`config.mk`:
```
export PLATFORM = sky130hd
export DESIGN_NAME = executeStage
export DESIGN_NICKNAME = d
export VERILOG_FILES = /design/src/source/mipsPkg.sv /design/src/source/executeStage.sv
export SDC_FILE = /design/constraint.sdc
export NUM_CORES = 2
export LEC_CHECK = 0
export ABC_AREA = 0
export BUFFER_PORTS_ARGS = -buffer_cell sky130_fd_sc_hd__buf_4
export CAP_MARGIN = 20
export CORE_MARGIN = 4
export CORE_UTILIZATION = 64
export DETAILED_ROUTE_END_ITERATION = 6
export GPL_TIMING_DRIVEN = 1
export PLACE_DENSITY = 0.84
export SLEW_MARGIN = 0
export SYNTH_ARGS = -nofsm -noshare
export SYNTH_HDL_FRONTEND = slang
export SYNTH_SLANG_ARGS = --single-unit
```
`constraint.sdc`:
```
create_clock -name clk -period 16.03 [get_ports clk]
set_clock_uncertainty 0.15 [all_clocks]
set_input_delay 2.4045 -clock clk [delete_from_list [all_inputs] [get_ports clk]]
set_output_delay 2.4045 -clock clk [all_outputs]
set_load 0.01 [all_outputs]
```
`src/source/mipsPkg.sv`:
```
package mipsPkg;

	////////////////////
	// execute operations

	// passHi / passLo serve mfhi and mflo
	typedef enum logic [3:0] {
		aluAdd,
		aluSub,
		aluAnd,
		aluOr,
		aluSlt,
		aluLui,
		aluMultu,
		aluPassHi,
		aluPassLo
	} aluOpE;

	// write-back source
	typedef enum logic [1:0] {
		selAlu,
		selMem,
		selNone
	} resultSelE;

	////////////////////
	// stage bundles

	// decode to execute
	typedef struct packed {
		logic valid;
		logic [31:0] pc;
		aluOpE aluOp;
		logic useImm;
		// already extended, or shifted up for lui
		logic [31:0] imm;
		logic [4:0] rs;
		logic [4:0] rt;
		logic [4:0] dest;
		logic regWrite;
		logic memRead;
		logic memWrite;
		logic isBranch;
		logic branchNe;
		logic isJump;
		logic [31:0] jumpTarget;
		logic [31:0] rsVal;
		logic [31:0] rtVal;
	} decodedInstrT;

	// execute to result
	typedef struct packed {
		logic valid;
		logic [31:0] pc;
		logic [31:0] aluOut;
		logic [31:0] storeData;
		logic [4:0] dest;
		logic regWrite;
		logic memRead;
		logic memWrite;
		resultSelE resultSel;
	} execResultT;

	// execute back to decode
	typedef struct packed {
		logic taken;
		logic [31:0] target;
	} redirectT;

	// result back to execute, the write of this cycle
	typedef struct packed {
		logic valid;
		logic [4:0] dest;
		logic [31:0] value;
	} forwardT;

	// wishbone classic master outputs
	typedef struct packed {
		logic cyc;
		logic stb;
		logic we;
		logic [3:0] sel;
		logic [31:0] adr;
		logic [31:0] datW;
	} wbMasterT;

endpackage

```
`src/source/executeStage.sv`:
```
`timescale 1ns/1ps

module executeStage (
	input logic clk,
	input logic arstN,
	input logic stall,
	input mipsPkg::decodedInstrT decoded,
	input mipsPkg::forwardT forward,
	output mipsPkg::redirectT redirect,
	output mipsPkg::execResultT result
);
	import mipsPkg::*;

	decodedInstrT ex;
	logic [31:0] opA;
	logic [31:0] rtOp;
	logic [31:0] opB;
	logic [31:0] aluOut;
	logic [31:0] hiReg;
	logic [31:0] loReg;
	logic [63:0] product;
	logic operandsEqual;

	// r0 first, then the write-back of this cycle, then the decode copy
	function automatic logic [31:0] pickOperand(
		input logic [4:0] num,
		input logic [31:0] captured,
		input forwardT fw
	);
		if (num == 5'd0)
			return 32'd0;
		if (fw.valid && fw.dest == num)
			return fw.value;
		return captured;
	endfunction

	////////////////////
	// pipeline register
	always_ff @(posedge clk or negedge arstN) begin
		if (!arstN)
			ex <= '0;
		else if (!stall)
			ex <= decoded;
	end

	assign opA = pickOperand(ex.rs, ex.rsVal, forward);
	assign rtOp = pickOperand(ex.rt, ex.rtVal, forward);
	assign opB = ex.useImm ? ex.imm : rtOp;

	////////////////////
	// multiplier and hi/lo

	// unsigned 64-bit product
	assign product = {32'd0, opA} * {32'd0, rtOp};

	// written as multu leaves, so a following mfhi sees it
	always_ff @(posedge clk) begin
		if (!stall && ex.valid && ex.aluOp == aluMultu)
			{hiReg, loReg} <= product;
	end

	// alu
	always_comb begin
		case (ex.aluOp)
			aluAdd: aluOut = opA + opB;
			aluSub: aluOut = opA - opB;
			aluAnd: aluOut = opA & opB;
			aluOr: aluOut = opA | opB;
			aluSlt: aluOut = {31'd0, $signed(opA) < $signed(opB)};
			aluLui: aluOut = opB;
			aluPassHi: aluOut = hiReg;
			aluPassLo: aluOut = loReg;
			default: aluOut = product[31:0];
		endcase
	end

	////////////////////
	// branch decision
	assign operandsEqual = opA == rtOp;
	assign redirect.taken = ex.valid &&
		(ex.isJump || (ex.isBranch && (operandsEqual != ex.branchNe)));
	// pc+4 plus word offset
	assign redirect.target = ex.isJump ? ex.jumpTarget :
		ex.pc + 32'd4 + {ex.imm[29:0], 2'b00};

	// toward the result stage
	always_comb begin
		result.valid = ex.valid;
		result.pc = ex.pc;
		result.aluOut = aluOut;
		result.storeData = rtOp;
		result.dest = ex.dest;
		result.regWrite = ex.regWrite;
		result.memRead = ex.memRead;
		result.memWrite = ex.memWrite;
		if (ex.memRead)
			result.resultSel = selMem;
		else if (ex.regWrite)
			result.resultSel = selAlu;
		else
			result.resultSel = selNone;
	end

endmodule

```
Yosys cells after proc, flatten, opt, wreduce, memory -nomap -nowiden
Cells that the tools add are included.
- add/sub/neg operators: 4
- $mul: 1
- order comparisons: 1
- eq/ne operators: 12
- muxes and demuxes: 19
- bitwise gates (word level): 2
- reduce and logical (&&, ||, !) cells: 11
- operators with widths (cell ; count):
    32-bit two-way mux ; 10
    32-bit one-hot mux with 8 select lines ; 1
    32-bit adder ; 2
    32-bit by 32-bit multiplier with 64-bit output ; 1
    32-bit by 3-bit adder with 32-bit output (second input constant) ; 1
    32-bit AND ; 1
    32-bit == test ; 1
    32-bit less-than comparator ; 1
    32-bit OR ; 1
    32-bit subtractor ; 1
    4-bit by 3-bit == test with 1-bit output (second input constant) ; 4
    5-bit == test ; 2
    5-bit logical NOT ; 2
    4-bit by 2-bit == test with 1-bit output (second input constant) ; 2
    1-bit logical AND ; 6
    1-bit two-way mux ; 6
    4-bit by 1-bit == test with 1-bit output (second input constant) ; 1
    4-bit == test (second input constant) ; 1
    4-bit logical NOT ; 1
    2-bit two-way mux ; 2
    1-bit logical NOT ; 1
    1-bit logical OR ; 1
    1-bit inequality test ; 1
- flip-flop bits (word level): 251
- input bits: 228

Logic depth before layout (Yosys ltp)
- depth in word-level cells: 11
- depth in mapped cells: 39
- mapped depth without buffers: 34

Worst setup path after synthesis
No wires, ideal clock.
- kind: input-to-output
- start: in forward[35] (netlist bit)
- end: out result[72] (netlist bit)
- data arrival time: 10.387 ns
- path slack: 3.089 ns
- cell stages on the path: 35
- path buffers: 4
- cells stage by stage: xor2_1 -> nor4_1 -> and3_1 -> buf_2 -> buf_2 -> mux2i_1 -> or2_2 -> clkbuf_1 -> inv_1 -> buf_1 -> ha_1 -> inv_1 -> fa_1 -> fa_1 -> fa_1 -> fa_1 -> inv_1 -> fa_1 -> inv_1 -> fa_1 -> inv_1 -> fa_1 -> inv_1 -> fa_1 -> inv_1 -> ha_1 -> a21o_1 -> a21oi_1 -> o21ai_0 -> nand2b_1 -> nand2_1 -> a221o_1 -> xor2_1 -> nor2_1 -> o22ai_1
- RTL lines (item ; RTL line ; source):
    from (decl) ; executeStage.sv:8 ; input mipsPkg::forwardT forward,
    to (decl) ; executeStage.sv:10 ; output mipsPkg::execResultT result

==> results.json <==
{
  "grt_pass1_wl_mm": 292.7,
  "area_growth_pct": 9.344,
  "worst_path_largest_cell_delay_ps": 650,
  "final_layout_size_suffix_gt1_share_pct": 14.49,
  "ys.flop_type": "dfrtp_1",
  "worstPathMaxFanout": 19,
  "synth_edf_count": 64,
  "cts.clk_slew.worst_paths_ps": 60,
  "fp-row-count": 102,
  "clk_latency_ps": 560,
  "r2r-end": "hiReg[28]",
  "num_vias": 44280,
  "io_pins": 368,
  "synthXorXnorAreaFrac_pct": 2.108,
  "postSynthCellCount": 5579,
  "reg2reg_slack_ps": 4320,
  "critPathTopFamily": "adder cells",
  "tritoncts": "done",
  "min_from": "ex[60]",
  "grt_pass1_vias": 46230,
  "cts.sinks": 251,
  "drc": 0,
  "path_class": "in2out",
  "synth_cell_types": 82,
  "initial_core_util_pct": 64.69,
  "hp-class": "reg2reg",
  "max_slew.worst_pin.slew_ps": 1231,
  "finalWeightedCongestion": 1.110,
  "synth_compound_area_share_pct": 9.033,
  "fillerInstances": 5919,
  "clk_path_buf_depth": 3,
  "final_hold_viol_count": 0,
  "avgSynthCellArea_um2": 9.012,
  "multi_input_area_um2": 38480,
  "start_kind": "input pin",
  "status": "completed",
  "ant_nets": 0,
  "max_freq_mhz": 66.80,
  "core_um2": 77720,
  "maxCapViolations": 0,
  "final_common_cell": "inv_1",
  "synth-async-reset-ratio_pct": 74.50,
  "h-tree-depth": 1,
  "ys_seq_area_share_pct": 13.13,
  "path_buf_inv": 9,
  "synth_seq_cells": 251,
  "synth_top_family_by_area": "adder cells",
  "post-cts-setup-buffers": 0,
  "hold_end": "ex[60]",
  "r2r-start": "ex[114]",
  "post-route-period-util_pct": 93.39,
  "synthMuxAreaShare_pct": 5.614,
  "maxSlewHeadroom_pct": 17.93,
  "required_ps": 13480,
  "holdWs_ps": 356.5,
  "rr_worst_depth": 33,
  "final_cell_mix": "1007 x inv_1, 899 x fa_1, 697 x nor2_1, 601 x nand2_1, 491 x buf_4",
  "cts_resized": 0,
  "syn_nets": 7154,
  "ff_latch_area_um2": 6603,
  "root_buffer": "clkbuf_16",
  "slew_viol_final": 0,
  "synth_simple_gate_area_share_pct": 12.56,
  "dieHeight_um": 288.3,
  "hold_depth": 1,
  "wl_per_cell_um": 29.25,
  "holdBufCountCts": 0,
  "fin_area_um2": 54980,
  "antenna_found_initial": 21,
  "yosys_warnings": 0,
  "synthAdderAreaFrac_pct": 46.94,
  "crit_arrival_ps": 12420,
  "period_minus_slack_ps": 14970,
  "syn-cell-area_um2": 50280,
  "place_hpwl_mm": 154.9,
  "slowest_stage": "and3_2",
  "grt_use_total_pct": 48.53,
  "routed_wirelength_mm": 199.9,
  "drt_first_pass_iters": 6,
  "cp-end-kind": "output port",
  "layout.nets": 7332,
  "cts_buffers": 26,
  "grt_max_degree": 111,
  "cpMostUsedCell": "fa_1",
  "rsz0062_at_grt": "no",
  "vias_per_cell": 6.478,
  "io_buffers": 367,
  "first_iter_violations": 5424,
  "final.setup.tns_ps": 0,
  "finalSetupViolations": 0,
  "grt-ovfl-total": 0,
  "placed_area_um2": 53980,
  "dieArea_um2": 83110,
  "die_width_um": 288.3
}
-- synth_stat cells (8+ instances only) --
| cell type | n | area, µm² |
|---|---|---|
| a221o_1 | 17 | 170.2 |
| nor4_1 | 18 | 112.6 |
| o22ai_1 | 17 | 106.4 |
| buf_1 | 26 | 97.59 |
| nand4_1 | 26 | 162.7 |
| o211ai_1 | 22 | 165.2 |
| nand3_1 | 20 | 100.1 |
| nor3_1 | 25 | 125.1 |
| o21bai_1 | 31 | 232.7 |
| a22oi_1 | 18 | 135.1 |
| fa_1 | 899 | 18000 |
| o31ai_1 | 11 | 82.58 |
| inv_1 | 1007 | 3780 |
| a211oi_1 | 17 | 127.6 |
| edfxtp_1 | 64 | 1922 |
| xnor2_1 | 72 | 630.6 |
| a221oi_1 | 24 | 210.2 |
| nor2b_1 | 17 | 106.4 |
| a311oi_1 | 8 | 70.07 |
| a31oi_1 | 24 | 150.1 |
| mux2i_1 | 66 | 660.6 |
| o221ai_1 | 8 | 70.07 |
| or2_2 | 33 | 206.5 |
| a21oi_1 | 173 | 865.8 |
| nand2_1 | 601 | 2256 |
| buf_2 | 10 | 50.05 |
| and3_1 | 13 | 81.33 |
| xor2_1 | 49 | 429.2 |
| nand2b_1 | 22 | 137.6 |
| ha_1 | 448 | 5605 |
| buf_4 | 43 | 322.8 |
| nor2_1 | 734 | 2755 |
| o21a_1 | 15 | 112.6 |
| a21o_1 | 77 | 578.1 |
| o21ai_0 | 134 | 670.6 |
| or3_1 | 9 | 56.30 |
| clkinv_1 | 18 | 67.56 |
| o2111ai_1 | 17 | 148.9 |
| mux2_2 | 192 | 2162 |
| and2_1 | 9 | 56.30 |
| a211o_1 | 8 | 70.07 |
| clkbuf_1 | 269 | 1010 |
| dfrtp_1 | 187 | 4679 |
-- state kept, by name (all words and copies together) (netlist names) --
name and count:
ex 146, result 41, hiReg 32, loReg 32
-- metrics by stage --
| step | cells | util, % | setup WS (ps) |
|---|---|---|---|
| after floorplan | 5579 | - | 3089 |
| after global placement | 6764 | 69.42 | 1414 |
| after detailed placement | 6765 | 69.45 | 1291 |
| after CTS | 6813 | 70.57 | 1298 |
| after global routing | 6818 | 70.68 | 872.4 |
| final | 6835 | 70.74 | 1060 |
-- how the worst max path moves through the flow --
stage | startpoint | slack (ps) | end | cells past startpoint
detailed placement | forward[35] | 1290 | result[72] | 33
CTS | forward[35] | 1300 | result[72] | 33
floorplan | forward[35] | 3090 | result[72] | 35
global route | forward[35] | 870 | result[72] | 33
global placement | forward[35] | 1410 | result[72] | 33
finish | forward[35] | 1060 | result[72] | 33
-- per-layer routing --
layer  routed length [µm]  vias to the layer above  track usage (%)
met5                   60                        -                0
met4                18680                        8            34.63
met3                29120                     1141            20.04
met2                85490                     3609            71.35
met1                66590                    21720            57.84
li1                     -                    17810                -
-- layout make-up --
class | instances | area share [%]
multi-input cells | 3953 | 70.00
flip-flops and latches | 251 | 12.01
inverters | 1027 | 7.012
repair buffers | 498 | 6.959
well taps | 1040 | 2.367
clock buffers | 35 | 1.431
clock inverters | 13 | 0.1434
diodes | 18 | 0.08193
-- worst register-to-register path, delay by kind of cell (launching register included) --
family	cells	cell delay (ps)
fa+ha+maj	9	4310
compound gates	7	2550
xor+xnor	2	350
buf+inv	8	1890
flops	1	420
simple gates	6	1450
mux	1	330
-- logic make-up after synthesis --
| family | after synthesis |
|---|---|
| buf+inv | 1375 |
| compound gates | 680 |
| flops | 251 |
| mux | 258 |
| fa+ha+maj | 1347 |
| simple gates | 1547 |
| xor+xnor | 121 |
Power is not shown: default switching activity piles up to over one toggle a cycle in this logic, so the estimate is an artifact.
