### src/source/mipsPkg.sv
package mipsPkg;

	////////////////////
	// execute operations

	// passHi / passLo serve mfhi and mflo
	typedef enum logic [3:0] {
		aluAdd,
		aluSub,
		aluAnd,
		aluOr,
		aluSlt,
		aluLui,
		aluMultu,
		aluPassHi,
		aluPassLo
	} aluOpE;

	// write-back source
	typedef enum logic [1:0] {
		selAlu,
		selMem,
		selNone
	} resultSelE;

	////////////////////
	// stage bundles

	// decode to execute
	typedef struct packed {
		logic valid;
		logic [31:0] pc;
		aluOpE aluOp;
		logic useImm;
		// already extended, or shifted up for lui
		logic [31:0] imm;
		logic [4:0] rs;
		logic [4:0] rt;
		logic [4:0] dest;
		logic regWrite;
		logic memRead;
		logic memWrite;
		logic isBranch;
		logic branchNe;
		logic isJump;
		logic [31:0] jumpTarget;
		logic [31:0] rsVal;
		logic [31:0] rtVal;
	} decodedInstrT;

	// execute to result
	typedef struct packed {
		logic valid;
		logic [31:0] pc;
		logic [31:0] aluOut;
		logic [31:0] storeData;
		logic [4:0] dest;
		logic regWrite;
		logic memRead;
		logic memWrite;
		resultSelE resultSel;
	} execResultT;

	// execute back to decode
	typedef struct packed {
		logic taken;
		logic [31:0] target;
	} redirectT;

	// result back to execute, the write of this cycle
	typedef struct packed {
		logic valid;
		logic [4:0] dest;
		logic [31:0] value;
	} forwardT;

	// wishbone classic master outputs
	typedef struct packed {
		logic cyc;
		logic stb;
		logic we;
		logic [3:0] sel;
		logic [31:0] adr;
		logic [31:0] datW;
	} wbMasterT;

endpackage

### src/source/decodeStage.sv
`timescale 1ns/1ps

module decodeStage #(
	parameter logic [31:0] resetPc = 32'h0000_0000
) (
	input logic clk,
	input logic arstN,
	input logic stall,
	input logic [31:0] instr,
	input mipsPkg::redirectT redirect,
	output logic [31:0] pc,
	output logic [4:0] rfAddrA,
	output logic [4:0] rfAddrB,
	input logic [31:0] rfDataA,
	input logic [31:0] rfDataB,
	output mipsPkg::decodedInstrT decoded
);
	import mipsPkg::*;

	typedef enum logic [5:0] {
		opSpecial = 6'h00,
		opJ = 6'h02,
		opBeq = 6'h04,
		opBne = 6'h05,
		opAddiu = 6'h09,
		opOri = 6'h0d,
		opLui = 6'h0f,
		opLw = 6'h23,
		opSw = 6'h2b
	} opcodeE;

	typedef enum logic [5:0] {
		fnMfhi = 6'h10,
		fnMflo = 6'h12,
		fnMultu = 6'h19,
		fnAddu = 6'h21,
		fnSubu = 6'h23,
		fnAnd = 6'h24,
		fnOr = 6'h25,
		fnSlt = 6'h2a
	} functE;

	logic [31:0] instrWord;
	logic [31:0] pcD;
	logic validD;
	logic [31:0] pcPlus4;
	opcodeE op;
	functE fn;

	////////////////////
	// pc and fetch capture

	// a taken redirect squashes the word fetched alongside it
	always_ff @(posedge clk or negedge arstN) begin
		if (!arstN) begin
			pc <= resetPc;
			validD <= 1'b0;
		end else if (!stall) begin
			pc <= redirect.taken ? redirect.target : pc + 32'd4;
			validD <= !redirect.taken;
		end
	end

	always_ff @(posedge clk) begin
		if (!stall) begin
			instrWord <= instr;
			pcD <= pc;
		end
	end

	////////////////////
	// field extraction
	assign op = opcodeE'(instrWord[31:26]);
	assign fn = functE'(instrWord[5:0]);
	assign pcPlus4 = pcD + 32'd4;
	assign rfAddrA = instrWord[25:21];
	assign rfAddrB = instrWord[20:16];

	always_comb begin
		decoded = '0;
		decoded.valid = validD;
		decoded.pc = pcD;
		decoded.rs = instrWord[25:21];
		decoded.rt = instrWord[20:16];
		decoded.rsVal = rfDataA;
		decoded.rtVal = rfDataB;
		// sign extend unless overridden below
		decoded.imm = {{16{instrWord[15]}}, instrWord[15:0]};
		// region of the delay slot
		decoded.jumpTarget = {pcPlus4[31:28], instrWord[25:0], 2'b00};
		// i-type writes rt
		decoded.dest = instrWord[20:16];
		case (op)
			opSpecial: begin
				decoded.dest = instrWord[15:11];
				decoded.regWrite = 1'b1;
				case (fn)
					fnAddu: decoded.aluOp = aluAdd;
					fnSubu: decoded.aluOp = aluSub;
					fnAnd: decoded.aluOp = aluAnd;
					fnOr: decoded.aluOp = aluOr;
					fnSlt: decoded.aluOp = aluSlt;
					fnMfhi: decoded.aluOp = aluPassHi;
					fnMflo: decoded.aluOp = aluPassLo;
					fnMultu: begin
						// only hi/lo change
						decoded.aluOp = aluMultu;
						decoded.regWrite = 1'b0;
					end
					// nop and anything unsupported
					default: decoded.regWrite = 1'b0;
				endcase
			end
			opAddiu: begin
				decoded.useImm = 1'b1;
				decoded.regWrite = 1'b1;
			end
			opOri: begin
				decoded.aluOp = aluOr;
				decoded.useImm = 1'b1;
				decoded.imm = {16'd0, instrWord[15:0]};
				decoded.regWrite = 1'b1;
			end
			opLui: begin
				decoded.aluOp = aluLui;
				decoded.useImm = 1'b1;
				decoded.imm = {instrWord[15:0], 16'd0};
				decoded.regWrite = 1'b1;
			end
			// address is rs + imm
			opLw: begin
				decoded.useImm = 1'b1;
				decoded.memRead = 1'b1;
				decoded.regWrite = 1'b1;
			end
			opSw: begin
				decoded.useImm = 1'b1;
				decoded.memWrite = 1'b1;
			end
			opBeq: decoded.isBranch = 1'b1;
			opBne: begin
				decoded.isBranch = 1'b1;
				decoded.branchNe = 1'b1;
			end
			opJ: decoded.isJump = 1'b1;
			default: ;
		endcase
	end

endmodule

### config.mk
export PLATFORM = sky130hd
export DESIGN_NAME = decodeStage
export DESIGN_NICKNAME = d
export VERILOG_FILES = /design/src/source/mipsPkg.sv /design/src/source/decodeStage.sv
export SDC_FILE = /design/constraint.sdc
export NUM_CORES = 1
export LEC_CHECK = 0
export ABC_CLOCK_PERIOD_IN_PS = 2400
export BUFFER_PORTS_ARGS = -buffer_cell sky130_fd_sc_hd__buf_2
export CORE_AREA = 2 2 141 143
export CTS_BUF_LIST = sky130_fd_sc_hd__clkbuf_16
export CTS_CLUSTER_SIZE = 12
export DETAILED_ROUTE_END_ITERATION = 7
export DIE_AREA = 0 0 143 145
export PLACE_DENSITY = 0.68
export SYNTH_ARGS = -nofsm -noshare
export SYNTH_HDL_FRONTEND = slang
export SYNTH_SLANG_ARGS = --single-unit
### constraint.sdc
create_clock -name clk -period 2.4 [get_ports clk]
set_input_delay 0 -clock clk [delete_from_list [all_inputs] [get_ports clk]]
set_output_delay 0 -clock clk [all_outputs]
set_load 0.005 [all_outputs]
Word-level counts from Yosys, hierarchy flattened
Cells that the tools add are included.
{"block": "word_totals", "register_bits": 97, "inputBits": 132, "out_inout_bits": 229, "word_cells": 41}
{"block": "classes", "addsub": 2, "eq_ne": 16, "mux": 13, "n_reduce_logical": 6}
{"cell": "32-bit by 3-bit adder with 32-bit output, second input constant", "n": 2}
{"cell": "32-bit one-hot mux with 2 select lines", "n": 1}
{"cell": "6-bit equality test, second input constant", "n": 7}
{"cell": "32-bit two-way mux", "n": 1}
{"cell": "4-bit one-hot mux with 7 select lines", "n": 1}
{"cell": "6-bit by 4-bit equality test with 1-bit output, second input constant", "n": 3}
{"cell": "6-bit by 5-bit equality test with 1-bit output, second input constant", "n": 3}
{"cell": "6-bit by 3-bit equality test with 1-bit output, second input constant", "n": 2}
{"cell": "4-bit one-hot mux with 3 select lines", "n": 1}
{"cell": "1-bit two-way mux", "n": 7}
{"cell": "7-bit OR reduction", "n": 1}
{"cell": "6-bit by 2-bit equality test with 1-bit output, second input constant", "n": 1}
{"cell": "6-bit logical NOT", "n": 1}
{"cell": "5-bit two-way mux", "n": 1}
{"cell": "5-bit OR reduction", "n": 1}
{"cell": "4-bit OR reduction", "n": 1}
{"cell": "1-bit one-hot mux with 2 select lines", "n": 1}
{"cell": "2-bit OR reduction", "n": 1}
{"cell": "1-bit logical NOT", "n": 1}

Longest topological paths before layout
{"block": "logic_depth", "depth_word": 4, "depth_mapped": 6}

Least setup slack after synthesis
Ideal clock, no wire load.
{"block": "synth_path", "path_type": "in2reg", "from": "input stall", "to": "register instrWord[0] (enable)", "t_arrival_ns": 2.271, "slack_ns": -0.324, "stages": 3, "n_path_buf": 2, "path_cell_list": "inv_1 -> clkbuf_1 -> buf_1"}
{"item": "start, declared", "line": "decodeStage.sv:8", "text": "input logic stall,"}
{"item": "end signal, assigned", "line": "decodeStage.sv:66", "text": "instrWord <= instr;"}
{"item": "end, declared", "line": "decodeStage.sv:43", "text": "logic [31:0] instrWord;"}
No word-level cell between the ends.

==> results.yml <==
outcome:
  outcome: "finished, final reports clean"
clocking:
  clock_insertion_delay_worst_skew_ps: 360
  cts.root.buffer_cell: "sky130_fd_sc_hd__clkbuf_16"
  cts_made_buffers: 9
  cts.sinks: 97
  clk_pin_slew_ps: 80
  clock_tree.htree_level_count: 3
  cts_tree: "built"
  cts_post_setup_buffers_inserted: 0
  ctsLongestPathBuffers: 2
route:
  wirelength_um: 17900
  vias_per_cell: 4.90
  first_iter_violations: 240
  antenna_violating_nets_post_route: 0
  via_count: 4858
  drtPass1Iterations: 4
  detail_route.drc_violations: 0
  wire_per_inst_um: 18.0
synth:
  post_synth_instance_area_um2: 5710
  yosys_register_bits: 97
  netlist_cell_types: 62
  yosys_warnings: 0
  yosys.area.top_type: "sky130_fd_sc_hd__edfxtp_1"
  largest_cells_by_area_after_synthesis: "sky130_fd_sc_hd__edfxtp_1 34%, sky130_fd_sc_hd__buf_4 15%, sky130_fd_sc_hd__dfrtp_1 14%, sky130_fd_sc_hd__and2_1 2.3%, sky130_fd_sc_hd__a21o_1 2.2%"
  synth_cells: 556
  post_synthesis_area_per_instance_um2: 10.3
  synth_top_area_frac: 0.336
  synth_ff_type: "sky130_fd_sc_hd__edfxtp_1"
  most_common_cell_in_the_synthesized_netlist: "sky130_fd_sc_hd__buf_4"
  synth.top_cells.by_count: "116 x sky130_fd_sc_hd__buf_4, 64 x sky130_fd_sc_hd__edfxtp_1, 33 x sky130_fd_sc_hd__dfrtp_1"
  async_reset_ff_frac: 0.340
  synth_edf_count: 64
  ys_seq_area_frac: 0.481
floorplan:
  io_count: 361
  die_w_um: 143
  start_util: 0.297
  coreArea_um2: 19200
  die_height_um: 145
  row_count: 51
  die_area_um2: 20700
sta:
  clock_skew_ps: 9.87
  report.final.hold_viol_count: 0
  grt_setup_unrepaired: "false"
  worst_slew_margin_rel: 0.288
  worst_pin_slew_ps: 1060
  setup_total_neg_slack_ps: 0
  setup_viol: 0
  final_min_period_over_clock_period: 0.927
  max_freq_mhz: 449
  period_needed_ps: 2230
  final-max-slew-violation-count: 0
power:
  portion_of_total_power_attributed_to_sequential_cells: 0.493
  sw_frac_of_total: 0.310
  leakage_nw: 3.10
  p_switching_mw: 1.43
  intPower_mw: 3.19
  power.share.clock: 0.323
  p_per_area_nw_per_um2: 644
  vdd_drop_max_mv: 0.315
  comb_power_share: 0.184
worst_setup_path:
  cp_required_ps: 2400
  start_kind: "flip-flop"
  timing.critical_path.fanout_max: 15
  end_kind: "output port"
  arrival_ps: 2230
  worst-path-buf-inv: 1
  worst_path_max_delay_cell: "sky130_fd_sc_hd__nor2b_1"
  path_class: "reg2out"
  max_stage_delay_ps: 820
  critPathTopFamily: "simple AND/OR/NAND/NOR gates"
  crit_chain: "nand3_1 -> nor3_1 -> nor2b_1 -> a21o_1 -> buf_2"
cells_and_area:
  layout.filler_cells: 1920
  finish.net_count: 854
  multi_input_comb_area_um2: 1970
  sequential_cell_area_um2: 2750
  finalCoreUtilization: 0.374
  n_antenna_cell: 0
  layout-drive-gt1-share: 0.376
  synthToLayoutAreaGrowth_pct: 25.8
flow_run:
  cap_viol_max_count: 0
grt:
  grt_max_degree: 76
  groute.layer.met2.usage: 0.287
  grt_overflow: 0
  initial_antenna_violation_count: 0
  global_route.usage.met1: 0.202
  grtUsageMet3: 0.0409
  most_used_routing_layer: "met2"
  vias_in_the_first_global_route: 4556
  grt_first_pass_wirelength_um: 26500
  global_route.usage.total: 0.167
place:
  placement.io_buffers: 230
  gp_congestion: 0.869
  place_hpwl_um: 13200
worst_hold_path:
  hp-class: "in2out"
[sequential cells by signal, summed over array words and instances (netlist names)]
signal / cells
pcD: 32
validD: 1
instrWord: 32
pc: 32
[power by group through the flow]
stage | sequential [mW] | combinational (mW) | clock [mW]
3_5_place_dp | 2.32 | 0.778 | 0
5_1_grt | 2.32 | 0.943 | 1.61
6_report | 2.28 | 0.849 | 1.49
2_1_floorplan | 2.22 | 0.543 | 0
4_1_cts | 2.29 | 0.854 | 1.57
3_3_place_gp | 2.31 | 0.774 | 0
[timing repair]
item / in CTS / in global routing
endpoints found under the setup margin: 0 / 7
gates resized for setup: 0 / 1
hold buffers: 58 / 0
hold endpoints to repair: 90 / 0
[final timing paths]
check / startpoint / to / slack, ps / depth (start not counted)
max reg2reg: pc[2]$_DFFE_PN0N_ / pc[22]$_DFFE_PN0N_ / 320 / 5
max: instrWord[29]$_DFFE_PN_ / decoded[142] / 170 / 5
max in group asynchronous: arstN / pc[0]$_DFFE_PN0P_ / 1600 / 2
min reg2reg: pc[1]$_DFFE_PN0P_ / pcD[1]$_DFFE_PN_ / 480 / 0
min: rfDataA[29] / decoded[61] / 0.007 / 0
min in group asynchronous: arstN / pc[20]$_DFFE_PN0N_ / 280 / 2
[metrics by stage]
step	hold slack, ps	power, mW	std cells	instance area [µm²]	worst slack, ps
after floorplan	-296	2.76	557	5720	594
after global placement	0.0346	3.09	917	6290	415
after detailed placement	0.0346	3.10	917	6290	354
after CTS	0.0346	4.71	991	7180	106
after global routing	0.0281	4.87	991	7190	51.5
final	0.00661	4.63	991	7190	175
[cells in the final DEF, fill, tap and decap left out, types with 5 or more instances in the layout]
cell	instances
sky130_fd_sc_hd__buf_2	230
sky130_fd_sc_hd__edfxtp_1	64
sky130_fd_sc_hd__dlygate4sd3_1	58
sky130_fd_sc_hd__dfrtp_1	33
sky130_fd_sc_hd__nand3_1	23
sky130_fd_sc_hd__nor2_1	23
sky130_fd_sc_hd__a21oi_1	23
sky130_fd_sc_hd__nand2_1	22
sky130_fd_sc_hd__and2_1	20
sky130_fd_sc_hd__o21ai_0	20
sky130_fd_sc_hd__a21o_1	17
sky130_fd_sc_hd__nand4_1	16
sky130_fd_sc_hd__nor3_1	13
sky130_fd_sc_hd__and3_1	11
sky130_fd_sc_hd__nor4_1	10
sky130_fd_sc_hd__or3_1	10
sky130_fd_sc_hd__a22oi_1	9
sky130_fd_sc_hd__clkbuf_16	9
sky130_fd_sc_hd__mux2_2	8
sky130_fd_sc_hd__inv_1	7
sky130_fd_sc_hd__nand3b_1	6
sky130_fd_sc_hd__buf_4	6
sky130_fd_sc_hd__xnor2_1	5
sky130_fd_sc_hd__a311oi_1	5
sky130_fd_sc_hd__o211ai_1	5
[metal layers]
metal | routed length [µm] | up-vias
met2 | 8850 | 291
li1 | - | 2261
met5 | 0 | -
met1 | 7210 | 2284
met3 | 1450 | 22
met4 | 373 | 0
[cells by family after synthesis]
family | count (synthesis) | share of synthesized area
AO/OA/AOI/OAI | 105 | 0.124
adder cells (fa/ha/maj) | 1 | 0.00219
multiplexers | 11 | 0.0210
AND/OR/NAND/NOR | 186 | 0.188
other | 1 | 0.000656
XOR/XNOR | 5 | 0.00767
buffers and inverters | 150 | 0.175
flip-flops | 97 | 0.481
[area by class of cell]
| class | instances | share of cell area |
|---|---|---|
| flip-flops and latches | 97 | 0.382 |
| multi-input cells | 310 | 0.274 |
| repair buffers | 295 | 0.250 |
| well taps | 265 | 0.0461 |
| clock buffers | 9 | 0.0313 |
| clock inverters | 7 | 0.0118 |
| inverters | 8 | 0.00435 |
Power figures use the tool's default switching activity.
