--- config.mk ---
export PLATFORM = sky130hd
export DESIGN_NAME = resultStage
export DESIGN_NICKNAME = d
export VERILOG_FILES = /design/src/source/mipsPkg.sv /design/src/source/resultStage.sv
export SDC_FILE = /design/constraint.sdc
export NUM_CORES = 1
export LEC_CHECK = 0
export BUFFER_PORTS_ARGS = -buffer_cell sky130_fd_sc_hd__buf_2
export CORE_AREA = 2 2 142 144
export DETAILED_ROUTE_END_ITERATION = 12
export DIE_AREA = 0 0 144 146
export GPL_TIMING_DRIVEN = 0
export PLACE_DENSITY_LB_ADDON = 0.25
export SLEW_MARGIN = 20
export SYNTH_ARGS = -nofsm -noshare
export SYNTH_HDL_FRONTEND = slang
export SYNTH_SLANG_ARGS = --single-unit
--- constraint.sdc ---
create_clock -name clk -period 1.52 [get_ports clk]
set_clock_uncertainty 0.05 [all_clocks]
set_input_delay 0.152 -clock clk [delete_from_list [all_inputs] [get_ports clk]]
set_output_delay 0.152 -clock clk [all_outputs]
set_load 0.05 [all_outputs]
--- src/source/mipsPkg.sv ---
package mipsPkg;

	////////////////////
	// execute operations

	// passHi / passLo serve mfhi and mflo
	typedef enum logic [3:0] {
		aluAdd,
		aluSub,
		aluAnd,
		aluOr,
		aluSlt,
		aluLui,
		aluMultu,
		aluPassHi,
		aluPassLo
	} aluOpE;

	// write-back source
	typedef enum logic [1:0] {
		selAlu,
		selMem,
		selNone
	} resultSelE;

	////////////////////
	// stage bundles

	// decode to execute
	typedef struct packed {
		logic valid;
		logic [31:0] pc;
		aluOpE aluOp;
		logic useImm;
		// already extended, or shifted up for lui
		logic [31:0] imm;
		logic [4:0] rs;
		logic [4:0] rt;
		logic [4:0] dest;
		logic regWrite;
		logic memRead;
		logic memWrite;
		logic isBranch;
		logic branchNe;
		logic isJump;
		logic [31:0] jumpTarget;
		logic [31:0] rsVal;
		logic [31:0] rtVal;
	} decodedInstrT;

	// execute to result
	typedef struct packed {
		logic valid;
		logic [31:0] pc;
		logic [31:0] aluOut;
		logic [31:0] storeData;
		logic [4:0] dest;
		logic regWrite;
		logic memRead;
		logic memWrite;
		resultSelE resultSel;
	} execResultT;

	// execute back to decode
	typedef struct packed {
		logic taken;
		logic [31:0] target;
	} redirectT;

	// result back to execute, the write of this cycle
	typedef struct packed {
		logic valid;
		logic [4:0] dest;
		logic [31:0] value;
	} forwardT;

	// wishbone classic master outputs
	typedef struct packed {
		logic cyc;
		logic stb;
		logic we;
		logic [3:0] sel;
		logic [31:0] adr;
		logic [31:0] datW;
	} wbMasterT;

endpackage

--- src/source/resultStage.sv ---
`timescale 1ns/1ps

module resultStage (
	input logic clk,
	input logic arstN,
	input mipsPkg::execResultT result,
	output mipsPkg::wbMasterT wbOut,
	input logic wbAck,
	input logic [31:0] wbDatR,
	output logic stall,
	output mipsPkg::forwardT forward,
	output logic rfWe,
	output logic [4:0] rfWaddr,
	output logic [31:0] rfWdata,
	output logic [31:0] debugWbPc,
	output logic [3:0] debugWbRfWen,
	output logic [4:0] debugWbRfWnum,
	output logic [31:0] debugWbRfWdata
);
	import mipsPkg::*;

	execResultT res;
	logic memAccess;

	// held in place while the bus cycle is open
	always_ff @(posedge clk or negedge arstN) begin
		if (!arstN)
			res <= '0;
		else if (!stall)
			res <= result;
	end

	////////////////////
	// wishbone data cycle
	assign memAccess = res.valid && (res.memRead || res.memWrite);
	// whole pipe waits for ack
	assign stall = memAccess && !wbAck;

	assign wbOut.cyc = memAccess;
	assign wbOut.stb = memAccess;
	assign wbOut.we = res.valid && res.memWrite;
	// word accesses only
	assign wbOut.sel = 4'b1111;
	assign wbOut.adr = res.aluOut;
	assign wbOut.datW = res.storeData;

	////////////////////
	// write-back

	// a load writes in its ack cycle
	assign rfWe = res.valid && res.regWrite && !stall;
	assign rfWaddr = res.dest;
	assign rfWdata = (res.resultSel == selMem) ? wbDatR : res.aluOut;

	assign forward.valid = rfWe;
	assign forward.dest = rfWaddr;
	assign forward.value = rfWdata;

	// debug trace
	assign debugWbPc = res.pc;
	assign debugWbRfWen = {4{rfWe}};
	assign debugWbRfWnum = rfWaddr;
	assign debugWbRfWdata = rfWdata;

endmodule

* Yosys cells after proc, flatten, opt, wreduce, memory -nomap -nowiden
Cells that the tools add are included.
** Storage, ports and cells
- Flip-flop bits (word level) :: 107
- Input bits :: 142
- Word-level logic and storage cells :: 19
** Cells by class
- Mux-type cells :: 1
- Equal/unequal tests :: 1
- Reduce and logical (&&, ||, !) cells :: 8
** Operators with widths (count)
- $mux W32 :: 1
- $logic_and A1 B1 Y1 :: 5
- $eq A2 B1 Y1 const B :: 1
- $logic_not A1 Y1 :: 2
- $logic_or A1 B1 Y1 :: 1

* Longest topological paths before layout
Gate-level depths: netlist of run 1.
- Depth in word-level cells :: 5
- Depth in mapped cells :: 6
- Gate-level depth less buffers :: 3

* Worst setup path before layout of run 1
Ideal clock, no wire load.
- Kind :: register -> output
- Start :: register res[1] (netlist name)
- End :: output forward[4] (netlist name)
- Buffers on the path :: 3
- Slack :: -370 ps
- Required time :: 1318 ps
- Stages on the path, launching flop included :: 6
- Data arrival time :: 1688 ps
- Path through :: dfrtp_1 nor2b_1 clkbuf_1 buf_2 mux2_1 buf_4
** On the way
- Cells in the longest elaborated chain, start to end :: 2
** Ends and longest elaborated chain
- start, declared :: RTL line resultStage.sv:22 : execResultT res;
- start signal, assigned :: RTL line resultStage.sv:30 : res <= result;
- $eq A2 B1 Y1 :: RTL line resultStage.sv:53 : assign rfWdata = (res.resultSel == selMem) ? wbDatR : res.aluOut;
- $mux W32 :: RTL line resultStage.sv:53
- end, declared :: RTL line resultStage.sv:11 : output mipsPkg::forwardT forward,
Every way passes these cells.

==> results of run 1 <==
cells by family after synthesis:
logic type,share of synthesized area
DFF,0.445
other,0.000623
AOI/OAI and AO/OA,0.00457
buffers and inverters,0.261
and+or+nand+nor,0.0110
muxes,0.278
layout make-up:
class	count	area, µm²
Fill cell	1519	7610
Timing Repair Buffer	500	4340
Sequential cell	107	2680
Multi-Input combinational cell	152	2170
Buffer	200	1910
Tap cell	265	332
Clock buffer	11	243
Clock inverter	5	46.3
Antenna cell	1	2.50
per-layer routing:
metal  GRT usage  wire (µm)  up-vias
li1            -          -     2358
met1       0.187       7350     2396
met2       0.331      11000      205
met3      0.0369       1260       19
met4      0.0461        273        0
met5           0          0        -
placed cells by master, fill, tap and decap left out:
master,n
buf_2,251
mux2_4,135
buf_4,126
buf_6,122
dlygate4sd3_1,108
dfrtp_1,107
buf_8,61
buf_12,25
clkbuf_16,9
buf_16,6
conb_1,4
clkinv_4,4
nor2b_4,3
clkbuf_8,2
nand2_1,2
a22o_1,2
diode_2,1
nor2b_1,1
nor2_4,1
o211a_4,1
and2_4,1
mux2_2,1
or2_4,1
inv_8,1
clkbuf_1,1
stage by stage:
step / setup slack (ns) / utilization / total power [W] / instances / hold WS (ns)
2_1_floorplan: -0.0463 / - / 0.00801 / 461 / -0.194
3_3_place_gp: -1.18 / 0.441 / 0.00906 / 1084 / 0.320
3_5_place_dp: -0.223 / 0.443 / 0.00910 / 1085 / 0.124
4_1_cts: -0.513 / 0.587 / 0.0127 / 1244 / 0.241
5_1_grt: -0.567 / 0.606 / 0.0135 / 1241 / 0.293
6_report: -0.492 / 0.606 / 0.0130 / 1241 / 0.265
synth_stat cells:
library cell | count | area share
nor2b_1 | 2 | 0.0021
or2_1 | 1 | 0.0010
conb_1 | 1 | 0.00062
mux2_2 | 96 | 0.18
buf_6 | 1 | 0.0019
clkbuf_1 | 1 | 0.00062
nor2_2 | 1 | 0.0010
mux2_1 | 2 | 0.0037
mux2_4 | 38 | 0.095
o211a_1 | 1 | 0.0017
buf_12 | 5 | 0.017
and2_1 | 1 | 0.0010
a22o_1 | 2 | 0.0029
buf_4 | 192 | 0.24
buf_2 | 3 | 0.0025
nor2b_4 | 2 | 0.0046
nand2_1 | 2 | 0.0012
dfrtp_1 | 107 | 0.44
registers in the layout, summed over array words and instances, names as in the netlist:
| name | count |
|---|---|
| res | 6 |
| debugWbRfWnum | 5 |
| debugWbPc | 32 |
| wbOut | 64 |
worst max path at each step:
| stage | startpoint | endpoint | slack [ns] | depth (start not counted) |
|---|---|---|---|---|
| 2_1_floorplan | res[1] | forward[0] | -0.05 | 5 |
| 3_3_place_gp | arstN | wbOut[34] | -1.18 | 1 |
| 3_5_place_dp | res[1] | rfWdata[26] | -0.22 | 6 |
| 4_1_cts | res[1] | rfWdata[26] | -0.51 | 6 |
| 5_1_grt | res[1] | forward[22] | -0.57 | 6 |
| 6_report | res[1] | forward[22] | -0.49 | 6 |
where the power goes:
part           internal, W  leakage (nW)  switching [W]
sequential         0.00315          1.25       0.000222
clock              0.00118         0.142        0.00111
combinational      0.00335          4.61        0.00395
total              0.00768          6.00        0.00528
timing repair:
item                                    4_1_cts  5_1_grt
hold buffers                                108        0
setup buffers                                25        5
endpoints found under the setup margin      210      211
pin swaps                                     2        3
endpoints found under the hold margin       163        0
gates cloned                                 10        0
gates resized for setup                     278      134
tightest hold or removal path, cell delays in order:
cell,delay [ns]
buf_2,0.13
nor2b_4,0.05
buf_4,0.13
nand2_1,0.06
a22o_1,0.11
==> flow_metrics.tcl, run 1 <==
set metrics [dict create \
    grt_usage 0.172 \
    wl_per_cell_um 16.0 \
    reg2regPathDepth 7 \
    hold_end "res[3]" \
    hold_viol 0 \
    regToRegStartpoint "res[106]" \
    gp_congestion 0.743 \
    antenna_found_initial 1 \
    cap_violations 0 \
    fmax_mhz 497 \
    place_area_um2 8560 \
    rows 51 \
    clk_latency_ns 0.35 \
    synth.avg_cell_area_um2 13.1 \
    wl_um 19900 \
    dr.first_iter.drc_count 91 \
    clock-root-buffer "clkbuf_16" \
    slowest_delay_ns 0.38 \
    arrival_ns 1.81 \
    cp_max_fo 10 \
    tns_ns -52.61 \
    syn_inst 458 \
    grt_max_degree 58 \
    synth_area_um2 6020 \
    ys_ff_latch 107 \
    crit_buf_inv 4 \
    grt-ovfl-total 0 \
    min_period_over_period 1.32 \
    drc_errors 0 \
    violations "setup timing" \
    r2r_slack_ns -0.20 \
    drtAntennaViolNets 0 \
    dr.pass1.iters 5 \
    path_class "reg2out" \
    ys_seq_area_frac 0.445 \
    clkTransAtPathRegs_ns 0.07 \
    drv_slew 0 \
    path_cells "nor2b_1 -> clkbuf_8 -> buf_12 -> mux2_4 -> buf_6 -> buf_8" \
    cp.required_ns 1.32 \
    grt_pass1_wl_um 28100 \
    ys.warnings.count 0 \
    vias_per_cell 4.01 \
    h-tree-depth 3 \
    dieArea_um2 21000 \
    grt_pass1_vias 5195 \
    relSlewSlack 0.611 \
    cts_sinks 107 \
    area_delta_synth_final_pct 94.7 \
    r2r-end "wbOut[22]" \
    worst_slew_pin_slew_ns 0.583 \
    status "finished with violations" \
    leakage_nw 6.00 \
    cts_tree "done" \
    start_util 0.311 \
    slowest_stage "dfrtp_1" \
    drive_gt1_frac 0.769 \
    min_path_type "in2reg" \
    finalSetupViolCount 207 \
    ir_drop_v 0.000579 \
    path_delay_family "buffers and inverters" \
    finalWorstPathRequiredPeriod_ns 2.01 \
    startpoint_type "flop" \
    worst_hold_startpoint "wbAck" \
    hpwl_um 12600 \
    nets 1112 \
    io_pins 363 \
    rsz0062_at_grt "yes" \
    io_buffers 358 \
    clk_path_buf_depth 2 \
    cts_made_buffers 9 \
    core-area_um2 19300 \
    dr_total_vias 4978 \
    design_area_um2 11700 \
    power_density_nw_per_um2 1110 \
    crit_path_end_kind "output pin" \
    die_h_um 146 \
    fin_ws_ns -0.492 \
    whs_path_depth 5 \
    yosysUniqueCellTypes 18 \
    die_w_um 144 \
]
Note: power is estimated with default switching activity, not from simulation.
==> run 2: changes to the inputs <==
--- a/config.mk
+++ b/config.mk
@@ -11,6 +11,7 @@
 export DIE_AREA = 0 0 144 146
 export GPL_TIMING_DRIVEN = 0
 export PLACE_DENSITY_LB_ADDON = 0.25
+export RECOVER_POWER = 25
 export SLEW_MARGIN = 20
 export SYNTH_ARGS = -nofsm -noshare
 export SYNTH_HDL_FRONTEND = slang
==> run 2 against run 1 <==
Effect of this change: critical path type unchanged; count of clock-buffer cells in the layout did not move; clock power barely moved; sequential cell count did not move; highest routed layer unchanged; critical endpoint unchanged; critical path depth did not move; largest power group unchanged; global-route usage did not move; register-to-register slack barely moved; the flow still finishes with violations (setup timing).
==> flow_metrics.tcl, run 2 (same netlist as run 1, synthesis figures left out) <==
set metrics [dict create \
    status "finished with violations" \
    violations "setup timing" \
    drc_errors 0 \
    ir_drop_v 0.000579 \
    min_path_type "in2reg" \
    whs_ns 0.265 \
    final_common_cell "buf_2" \
    slowest_delay_ns 0.38 \
    worst_slew_pin_slew_ns 0.868 \
    io_pins 363 \
    clkTransAtPathRegs_ns 0.07 \
    reg2regPathDepth 7 \
    swShare 0.407 \
    leakage_nw 6.00 \
    fin_ws_ns -0.492 \
    power_density_nw_per_um2 1110 \
    grt_max_degree 58 \
    startpoint_type "flop" \
    fmax_mhz 497 \
    core-area_um2 19300 \
    dp.cells 1085 \
    die_h_um 146 \
    path_cells "nor2b_1 -> clkbuf_8 -> buf_12 -> mux2_4 -> buf_6 -> buf_8" \
    min_period_over_period 1.32 \
    area_delta_synth_final_pct 94.7 \
    regToRegStartpoint "res[106]" \
    dr.first_iter.drc_count 91 \
    hold_end "res[3]" \
    dp_worst_setup_slack_ns -0.223 \
    nets 1112 \
    relSlewSlack 0.422 \
    path_delay_family "buffers and inverters" \
    drv_slew 0 \
    hold_viol 0 \
    dieArea_um2 21000 \
    layout_common_cells "buf_2 (251), mux2_4 (135), buf_4 (126)" \
    grt_usage 0.172 \
    h-tree-depth 3 \
    crit_path_end_kind "output pin" \
    stdcell_count 1241 \
    seqPwrFrac 0.260 \
    p_switching_w 0.00528 \
    cts_made_buffers 9 \
    r2r-end "wbOut[22]" \
    wl_um 19900 \
    vias_per_cell 4.01 \
    io_buffers 358 \
    path_class "reg2out" \
    finalWorstPathRequiredPeriod_ns 2.01 \
    clock-root-buffer "clkbuf_16" \
    cts_sinks 107 \
    rsz0062_at_grt "yes" \
    cp_max_fo 10 \
    clk_path_buf_depth 2 \
    cap_violations 0 \
    wl_per_cell_um 16.0 \
    worst_hold_startpoint "wbAck" \
    rows 51 \
    whs_path_depth 5 \
    crit_buf_inv 4 \
    drive_gt1_frac 0.769 \
    gp_congestion 0.743 \
    die_w_um 144 \
    dr_total_vias 4978 \
    clk_latency_ns 0.35 \
    antenna_found_initial 1 \
    fin_util 0.606 \
    start_util 0.311 \
    drtAntennaViolNets 0 \
    pwr-share-comb 0.563 \
    cp.required_ns 1.32 \
    cts_tree "done" \
    slowest_stage "dfrtp_1" \
    grt-ovfl-total 0 \
    internal-power_w 0.00768 \
    arrival_ns 1.81 \
    r2r_slack_ns -0.20 \
    largest_register_ffs 64 \
    grt_pass1_wl_um 28100 \
    finalSetupViolCount 207 \
    nFillCells 1518 \
    grt_pass1_vias 5195 \
    clkPwrFrac 0.177 \
    hpwl_um 12600 \
    dr.pass1.iters 5 \
]
-- run 2: cell count changes in the layout (fill, tap and decap cells not counted), sizes merged --
cell	delta
buf	-1
clkbuf	+1
-- run 2: final cells by class --
type                    count  area [µm²]  area share
well taps                 265         332      0.0283
clock inverters             5        46.3     0.00395
diodes                      1        2.50    0.000213
flip-flops and latches    107        2680       0.228
repair buffers            500        4340       0.370
plain buffers             200        1910       0.163
clock buffers              11         243      0.0207
multi-input cells         152        2170       0.185
-- run 2: routing by layer --
metal	vias to the layer above	global-route usage	wire length [µm]
met3	19	0.0369	1260
met2	205	0.331	11000
met1	2396	0.187	7350
li1	2358	-	-
met4	0	0.0461	273
met5	-	0	0
-- run 2: what timing repair did --
action	4_1_cts	5_1_grt
setup buffers	25	5
pin swaps	2	3
gates resized for setup	278	134
setup endpoints to repair	210	211
gates cloned	10	0
hold buffers	108	0
endpoints found under the hold margin	163	0
-- run 2: worst max path at each step --
stage | slack (ns) | from | cells after the start | endpoint
2_1_floorplan | -0.05 | res[1] | 5 | forward[0]
3_3_place_gp | -1.18 | arstN | 1 | wbOut[34]
3_5_place_dp | -0.22 | res[1] | 6 | rfWdata[26]
4_1_cts | -0.51 | res[1] | 6 | rfWdata[26]
5_1_grt | -0.57 | res[1] | 6 | forward[22]
6_report | -0.49 | res[1] | 6 | forward[22]
-- run 2: per-stage QoR --
step	area (µm²)	TNS [ns]	total power (W)
after floorplan	6400	-3.19	0.00801
after global placement	8530	-154.65	0.00906
after detailed placement	8560	-30.81	0.00910
after CTS	11400	-64.66	0.0127
after global routing	11700	-67.07	0.0135
final	11700	-52.61	0.0130
-- run 2: worst reg2reg max path: stages, from the launching register on --
cell and delay, ns:
dfrtp_1 0.38, nor2b_4 0.16, nor2b_4 0.21, buf_12 0.13, buf_12 0.14, buf_12 0.13, buf_16 0.12, mux2_4 0.30
-- run 2: power by group through the flow --
| stage | Clock [W] | Sequential (W) | Combinational [W] |
|---|---|---|---|
| 2_1_floorplan | 0 | 0.00334 | 0.00467 |
| 3_3_place_gp | 0 | 0.00340 | 0.00566 |
| 3_5_place_dp | 0 | 0.00340 | 0.00570 |
| 4_1_cts | 0.00240 | 0.00335 | 0.00695 |
| 5_1_grt | 0.00249 | 0.00341 | 0.00756 |
| 6_report | 0.00229 | 0.00337 | 0.00730 |
